<file path="config.mk">
export PLATFORM = sky130hd
export DESIGN_NAME = motorPwmTop
export DESIGN_NICKNAME = d
export VERILOG_FILES = /design/src/motorPwmPkg.sv /design/src/commutationSequencer.sv /design/src/dutyCmdReceiver.sv /design/src/dutyShadowBuffer.sv /design/src/motorPwmTop.sv /design/src/phasePwmGenerator.sv
export SDC_FILE = /design/constraint.sdc
export NUM_CORES = 1
export LEC_CHECK = 0
export BUFFER_PORTS_ARGS = -buffer_cell sky130_fd_sc_hd__buf_2
export CORE_AREA = 8 8 121 123
export CTS_CLUSTER_DIAMETER = 80
export DETAILED_ROUTE_END_ITERATION = 16
export DIE_AREA = 0 0 129 131
export GPL_ROUTABILITY_DRIVEN = 0
export PLACE_DENSITY = 0.71
export SLEW_MARGIN = 20
export SYNTH_ARGS = -nofsm -noshare
export SYNTH_HDL_FRONTEND = slang
export SYNTH_SLANG_ARGS = --single-unit
</file>
<file path="constraint.sdc">
create_clock -name clk -period 3.5 [get_ports clk]
set_input_delay 0.875 -clock clk [delete_from_list [all_inputs] [get_ports clk]]
set_output_delay 0.875 -clock clk [all_outputs]
set_load 0.05 [all_outputs]
</file>
<file path="src/motorPwmPkg.sv">
`default_nettype none

package motorPwmPkg;

    // duty and pulse length width
    localparam int DUTY_W = 8;

    // clock cycles per pwm period and its counter width
    localparam int PWM_PERIOD = 256;
    localparam int CYCLE_W = $clog2(PWM_PERIOD);

    // pwm periods per commutation frame
    localparam int FRAME_PERIODS = 4;
    localparam int FRAME_W = $clog2(FRAME_PERIODS);

    // six-step commutation
    localparam int SECTOR_COUNT = 6;
    localparam int SECTOR_W = 3;

    // phase select on the command port, index 3 is a dummy slot
    localparam int PHASE_W = 2;

    // shortest gate-on time the driver can take
    localparam logic [DUTY_W-1:0] MIN_PULSE = 8'd16;
    // MAX_DUTY + MIN_PULSE - 1 still fits inside one period
    localparam logic [DUTY_W-1:0] MAX_DUTY = 8'd239;

    // wrap points of the sequencer counters
    localparam logic [CYCLE_W-1:0] CYCLE_LAST = CYCLE_W'(PWM_PERIOD - 1);
    localparam logic [FRAME_W-1:0] FRAME_LAST = FRAME_W'(FRAME_PERIODS - 1);
    localparam logic [SECTOR_W-1:0] SECTOR_LAST = SECTOR_W'(SECTOR_COUNT - 1);

    // phase left floating in a sector: sectors 0/3 float A, 1/4 float B, 2/5 float C
    function automatic logic isFloating(input logic [SECTOR_W-1:0] sector, input int phaseIdx);
        return (int'(sector) % 3) == phaseIdx;
    endfunction

endpackage

`default_nettype wire

</file>
<file path="src/commutationSequencer.sv">
`timescale 1ns/10ps
`default_nettype none

module commutationSequencer (
    input  wire                                  clk,
    input  wire                                  rstN,
    input  wire                                  runEn,
    output logic                                 periodStart,
    output logic                                 frameStart,
    output logic                                 frameLast,
    output logic [motorPwmPkg::SECTOR_W-1:0]     sector
);

    // cycle position inside the running period
    logic [motorPwmPkg::CYCLE_W-1:0] cycleCnt;
    // index of the next period to begin within the frame
    logic [motorPwmPkg::FRAME_W-1:0] periodIdx;
    logic                            cycleWrap;
    logic                            cycleEnd;

    assign cycleWrap = (cycleCnt == '0);
    assign cycleEnd  = (cycleCnt == motorPwmPkg::CYCLE_LAST);

    // strobes are registered, so the first periodStart trails runEn by one cycle
    always_ff @(posedge clk or negedge rstN) begin
        if (!rstN) begin
            cycleCnt    <= '0;
            periodIdx   <= '0;
            periodStart <= 1'b0;
            frameStart  <= 1'b0;
            frameLast   <= 1'b0;
        end else if (!runEn) begin
            // parked, next run restarts a clean frame
            cycleCnt    <= '0;
            periodIdx   <= '0;
            periodStart <= 1'b0;
            frameStart  <= 1'b0;
            frameLast   <= 1'b0;
        end else begin
            cycleCnt    <= cycleEnd ? '0 : cycleCnt + 1'b1;
            periodStart <= cycleWrap;
            frameStart  <= cycleWrap && (periodIdx == '0);
            // periodIdx already wrapped to 0 while the frame's last period runs
            frameLast   <= cycleEnd && (periodIdx == '0);
            if (cycleWrap) begin
                periodIdx <= (periodIdx == motorPwmPkg::FRAME_LAST) ? '0 : periodIdx + 1'b1;
            end
        end
    end

    // six-step rotation, one step per frame
    always_ff @(posedge clk or negedge rstN) begin
        if (!rstN) begin
            sector <= '0;
        end else if (frameLast) begin
            sector <= (sector == motorPwmPkg::SECTOR_LAST) ? '0 : sector + 1'b1;
        end
    end

    sectorInRange: assert property (
        @(posedge clk) disable iff (!rstN)
        sector <= motorPwmPkg::SECTOR_LAST
    ) else $error("sector out of range");

endmodule

`default_nettype wire

</file>
<file path="src/dutyCmdReceiver.sv">
`timescale 1ns/10ps
`default_nettype none

module dutyCmdReceiver (
    input  wire                                  clk,
    input  wire                                  rstN,
    input  wire                                  cmdReq,
    input  wire [motorPwmPkg::PHASE_W-1:0]       cmdPhase,
    input  wire [motorPwmPkg::DUTY_W-1:0]        cmdDuty,
    output logic                                 cmdAck,
    output logic                                 wrEn,
    output logic [motorPwmPkg::PHASE_W-1:0]      wrPhase,
    output logic [motorPwmPkg::DUTY_W-1:0]       wrDuty
);

    // new request seen while idle
    logic                              reqNew;
    logic [motorPwmPkg::DUTY_W-1:0]    dutyClamped;

    assign reqNew = cmdReq && !cmdAck;

    // duty saturates at the largest value a carried pulse can still absorb
    assign dutyClamped = (cmdDuty > motorPwmPkg::MAX_DUTY) ? motorPwmPkg::MAX_DUTY : cmdDuty;

    // four-phase ack: up after req high, down after req low
    always_ff @(posedge clk or negedge rstN) begin
        if (!rstN) begin
            cmdAck <= 1'b0;
            wrEn   <= 1'b0;
        end else begin
            if (reqNew) begin
                cmdAck <= 1'b1;
            end else if (!cmdReq) begin
                cmdAck <= 1'b0;
            end
            // single write strobe, aligned with the rising ack
            wrEn <= reqNew;
        end
    end

    // payload captured once per handshake
    // phase 3 goes through untouched, the buffer drops it
    always_ff @(posedge clk) begin
        if (reqNew) begin
            wrPhase <= cmdPhase;
            wrDuty  <= dutyClamped;
        end
    end

    // ack only ever answers a request that was already up
    ackAfterReq: assert property (
        @(posedge clk) disable iff (!rstN)
        $rose(cmdAck) |-> $past(cmdReq)
    ) else $error("cmdAck rose without cmdReq");

endmodule

`default_nettype wire

</file>
<file path="src/dutyShadowBuffer.sv">
`timescale 1ns/10ps
`default_nettype none

module dutyShadowBuffer (
    input  wire                                  clk,
    input  wire                                  rstN,
    input  wire                                  wrEn,
    input  wire [motorPwmPkg::PHASE_W-1:0]       wrPhase,
    input  wire [motorPwmPkg::DUTY_W-1:0]        wrDuty,
    input  wire                                  frameLast,
    output logic [motorPwmPkg::DUTY_W-1:0]       dutyA,
    output logic [motorPwmPkg::DUTY_W-1:0]       dutyB,
    output logic [motorPwmPkg::DUTY_W-1:0]       dutyC
);

    // index 0..2 maps to phases A..C
    logic [2:0][motorPwmPkg::DUTY_W-1:0] pending;
    logic [2:0][motorPwmPkg::DUTY_W-1:0] active;

    // commands land in pending at any time
    // active only moves on the last cycle of a frame
    always_ff @(posedge clk or negedge rstN) begin
        if (!rstN) begin
            pending <= '0;
            active  <= '0;
        end else begin
            for (int p = 0; p < 3; p++) begin
                // phase 3 matches no slot and is dropped
                if (wrEn && int'(wrPhase) == p) begin
                    pending[p] <= wrDuty;
                end
            end
            // a write on the same edge is too late for this swap
            if (frameLast) begin
                active <= pending;
            end
        end
    end

    assign dutyA = active[0];
    assign dutyB = active[1];
    assign dutyC = active[2];

endmodule

`default_nettype wire

</file>
<file path="src/motorPwmTop.sv">
`timescale 1ns/10ps
`default_nettype none

module motorPwmTop (
    input  wire                                  clk,
    input  wire                                  rstN,
    input  wire                                  runEn,
    input  wire                                  cmdReq,
    input  wire [motorPwmPkg::PHASE_W-1:0]       cmdPhase,
    input  wire [motorPwmPkg::DUTY_W-1:0]        cmdDuty,
    output logic                                 cmdAck,
    output logic                                 pwmA,
    output logic                                 pwmB,
    output logic                                 pwmC,
    output logic [motorPwmPkg::SECTOR_W-1:0]     sector,
    output logic                                 periodStart,
    output logic                                 frameStart
);

    // receiver to shadow buffer
    logic                              wrEn;
    logic [motorPwmPkg::PHASE_W-1:0]   wrPhase;
    logic [motorPwmPkg::DUTY_W-1:0]    wrDuty;
    // sequencer frame end, swaps duties and steps the sector
    logic                              frameLast;
    // active duties per phase
    logic [motorPwmPkg::DUTY_W-1:0]    dutyA;
    logic [motorPwmPkg::DUTY_W-1:0]    dutyB;
    logic [motorPwmPkg::DUTY_W-1:0]    dutyC;

    dutyCmdReceiver uRx (
        .clk(clk), .rstN(rstN),
        .cmdReq(cmdReq), .cmdPhase(cmdPhase), .cmdDuty(cmdDuty), .cmdAck(cmdAck),
        .wrEn(wrEn), .wrPhase(wrPhase), .wrDuty(wrDuty)
    );

    dutyShadowBuffer uBuf (
        .clk(clk), .rstN(rstN),
        .wrEn(wrEn), .wrPhase(wrPhase), .wrDuty(wrDuty), .frameLast(frameLast),
        .dutyA(dutyA), .dutyB(dutyB), .dutyC(dutyC)
    );

    commutationSequencer uSeq (
        .clk(clk), .rstN(rstN), .runEn(runEn),
        .periodStart(periodStart), .frameStart(frameStart),
        .frameLast(frameLast), .sector(sector)
    );

    // one generator per bridge leg
    phasePwmGenerator #(.PHASE_INDEX(0)) uGenA (
        .clk(clk), .rstN(rstN), .periodStart(periodStart),
        .sector(sector), .duty(dutyA), .pwm(pwmA)
    );

    phasePwmGenerator #(.PHASE_INDEX(1)) uGenB (
        .clk(clk), .rstN(rstN), .periodStart(periodStart),
        .sector(sector), .duty(dutyB), .pwm(pwmB)
    );

    phasePwmGenerator #(.PHASE_INDEX(2)) uGenC (
        .clk(clk), .rstN(rstN), .periodStart(periodStart),
        .sector(sector), .duty(dutyC), .pwm(pwmC)
    );

endmodule

`default_nettype wire

</file>
<file path="src/phasePwmGenerator.sv">
`timescale 1ns/10ps
`default_nettype none

module phasePwmGenerator #(
    // 0 = A, 1 = B, 2 = C
    parameter int PHASE_INDEX = 0
) (
    input  wire                                  clk,
    input  wire                                  rstN,
    input  wire                                  periodStart,
    input  wire [motorPwmPkg::SECTOR_W-1:0]      sector,
    input  wire [motorPwmPkg::DUTY_W-1:0]        duty,
    output logic                                 pwm
);

    // on-time held back from periods that were too short
    logic [motorPwmPkg::DUTY_W-1:0] carryRem;
    // remaining high cycles of the current pulse
    logic [motorPwmPkg::DUTY_W-1:0] pulseCnt;
    // carry + new duty, bounded by MAX_DUTY + MIN_PULSE - 1
    logic [motorPwmPkg::DUTY_W-1:0] sum;
    logic                           floating;
    logic                           loadPulse;

    assign sum = carryRem + duty;

    // this phase is off the bridge for the whole sector
    assign floating = motorPwmPkg::isFloating(sector, PHASE_INDEX);

    // only pulses the gate driver can actually follow
    assign loadPulse = periodStart && !floating && (sum >= motorPwmPkg::MIN_PULSE);

    // carry decision once per period
    always_ff @(posedge clk or negedge rstN) begin
        if (!rstN) begin
            carryRem <= '0;
        end else if (periodStart) begin
            if (floating || loadPulse) begin
                // floating phase loses its debt, a fired pulse paid it
                carryRem <= '0;
            end else begin
                // too short, push everything into the next period
                carryRem <= sum;
            end
        end
    end

    // down-counter, pulse starts the cycle after periodStart
    always_ff @(posedge clk or negedge rstN) begin
        if (!rstN) begin
            pulseCnt <= '0;
        end else if (loadPulse) begin
            pulseCnt <= sum;
        end else if (pulseCnt != '0) begin
            pulseCnt <= pulseCnt - 1'b1;
        end
    end

    // high exactly as long as the counter runs
    assign pwm = (pulseCnt != '0);

    // a floating phase stays quiet at period start
    floatSilent: assert property (
        @(posedge clk) disable iff (!rstN)
        periodStart && floating |=> !pwm
    ) else $error("pwm high on floating phase %0d", PHASE_INDEX);

    // every pulse lasts at least the minimum gate-on time
    minPulseWidth: assert property (
        @(posedge clk) disable iff (!rstN)
        $rose(pwm) |-> pwm [*motorPwmPkg::MIN_PULSE]
    ) else $error("short pulse on phase %0d", PHASE_INDEX);

endmodule

`default_nettype wire

</file>
==> metrics <==
layout overhead on the synthesized area 13.9%; slowest stage delay, CP 390 ps; largest net degree at the start of global routing 55; R2R cell count 11; Max-Cap Viols 0; die extent in x 129 um; Post-Place Setup Slack 650 ps; Crit Path Class flop to primary output; hpwl dp 8410 um; initial core utilization 49.6%; reg2reg setup slack 740 ps; Syn Std Cell Area 6390 um2; RSZ-0062 raised after global routing false; DR DRC count 0; Hold Slack 491 ps; minimum period implied by the final worst setup slack 3280 ps; H-tree Lvls 4; Yosys reg bits 124; final-report max-slew violation count 0; critical-path maximum fanout 5; Design Area, Final 7270 um2; number of diodes 0; Avg Cell Area, Syn 11.3 um2; Post-Place Cells 749; die area 16,900 um2; wire per inst 15.3 um; Vias 4,147; Top Ports 23; ys flop type dfrtp_1; Synth warnings 0; Routed Antenna Nets 0; vias in the first global route 4,418; setup TNS 0 ps; hold depth 2; DRT iter0 DRCs 189; actual slew at the worst max-slew pin 861 ps; Power Total 3.66 mW; final net count 639; Max rail drop VDD 469 uV; crit end category primary output; layout cells sized above 1 20.8%; Clk Latency, worst-skew pair 410 ps; final hold violation count 0; routed wire length 11,900 um; setup repair bufs after CTS 0; gr usage total 15.7%; asr flop ratio synth 91.9%; commonest cells after routing, fill and taps aside dfrtp_1, mux2_2, inv_1; core area 12,900 um2; cts repair resizes 0; Max-slew headroom 42.6%; Worst Path Required 2620 ps; status finished, final reports clean; CP startpoint uGenB.pulseCnt[0]; Root Buffer clkbuf_16; final core occ 56.5%; CTS Buffer Depth 2; Yosys cell types 68; worst min path class flop to flop; global route total overflow 0; final non-filler cell total 781; Vias/cell 5.31; Hold Crit Start uBuf.pending[9]; fmax 0.305 GHz; Final Setup Violations 0; port buffer count 22; Num CTS Buffers 17; first-pass GRT wire length 20,800 um; Post-Syn Nets 610; drt pass-1 iters 4; pwr/cell area 504 nW/um2; EDFF count, synth 10; Leak Pwr 3.24 nW; crit-path cells inv_1 > ha_1 > or3b_1 > or3_4 > nor3_4 > inv_2 > buf_2; TritonCTS clock tree done; Arr. time, crit path 2400 ps; most common library cell in the layout ignoring fill and taps dfrtp_1; Startpoint Class flop; post-route clock period utilization 93.7%; Area after DPL 6690 um2; clock sinks 124; hold_buf cts 0; Filler Cell Count 1,064; Rows 42; Slowest-stage cell, CP or3b_1; Gate Count Post-Synth 563; FF-to-FF Start uSeq.sector[1]; final worst setup slack 222 ps; register area share after synthesis 49.4%; CTS clock-pin slew for the worst setup and hold paths 60 ps; initial antenna violation count 0; Setup Skew 6.95 ps; die height 131 um
-- critical path, delay by kind of cell, from the launching register on --
family | cells | cell delay, ps
fa+ha+maj | 1 | 180
buf+inv | 3 | 410
flops | 1 | 370
simple gates | 3 | 1030
-- cells in the mapped netlist, drive strengths merged, types with 13 or more instances --
cell    count  area [um2]
nand2b     13        81.3
inv        41         154
mux2i      16         160
dfrtp     114        2850
mux2       49         556
a21oi      30         154
nor2       36         135
nand2      26        97.6
xnor2      21         184
o21ai      18        90.1
xor2       20         175
o22ai      18         138
nor2b      16         100
ha         30         375
-- worst paths after layout --
kind / end
max: pwmB
min: uBuf.dutyB[1]
max reg2reg: uGenB.pulseCnt[4]
min reg2reg: uBuf.dutyB[1]
max in group asynchronous: uGenA.pulseCnt[6]
min in group asynchronous: uGenB.pulseCnt[2]
-- sequential cells by signal (all words and copies together) (netlist names), 2 cells and up --
signal          count
uBuf.pending       24
uBuf.dutyA          8
uBuf.dutyB          8
uBuf.dutyC          8
uGenA.carryRem      8
uGenA.pulseCnt      8
uGenB.carryRem      8
uGenB.pulseCnt      8
uGenC.carryRem      8
uGenC.pulseCnt      8
uRx.wrDuty          8
uSeq.cycleCnt       8
uSeq.sector         3
uRx.wrPhase         2
uSeq.periodIdx      2
-- routing by layer --
metal | wire length [um] | global-route usage (%)
met2 | 5780 | 26.3
met3 | 311 | 3.90
met1 | 5560 | 18.7
met5 | 0 | 0
met4 | 264 | 6.98
-- kinds of logic (layout without fill, tap and decap cells) --
logic type	Yosys count	after routing	synth area share (%)
buffers and inverters	58	100	3.61
DFF	124	124	49.4
and+or+nand+nor	142	142	12.6
AOI/OAI and AO/OA	99	99	10.7
muxes	65	65	11.2
xor gates and xnor gates	41	41	5.62
other	1	1	0.0587
adders and majority gates	33	33	6.82
-- area by class of cell --
type | count | area, um2 | share of cell area [%]
Clock buffer | 26 | 499 | 6.86
Tap cell | 176 | 220 | 3.03
Multi-Input combinational cell | 381 | 3000 | 41.3
Sequential cell | 124 | 3150 | 43.4
Timing Repair Buffer | 26 | 155 | 2.13
Inverter | 42 | 158 | 2.17
Clock inverter | 6 | 85.1 | 1.17
-- power breakdown --
group | switching, mW | internal (mW) | total, mW | leakage [nW]
clock network | 0.591 | 1.12 | 1.71 | 0.281
registers | 0.0683 | 1.56 | 1.63 | 1.55
logic | 0.187 | 0.134 | 0.321 | 1.41
total | 0.846 | 2.82 | 3.66 | 3.24
Note: power is estimated with default switching activity, not from simulation.
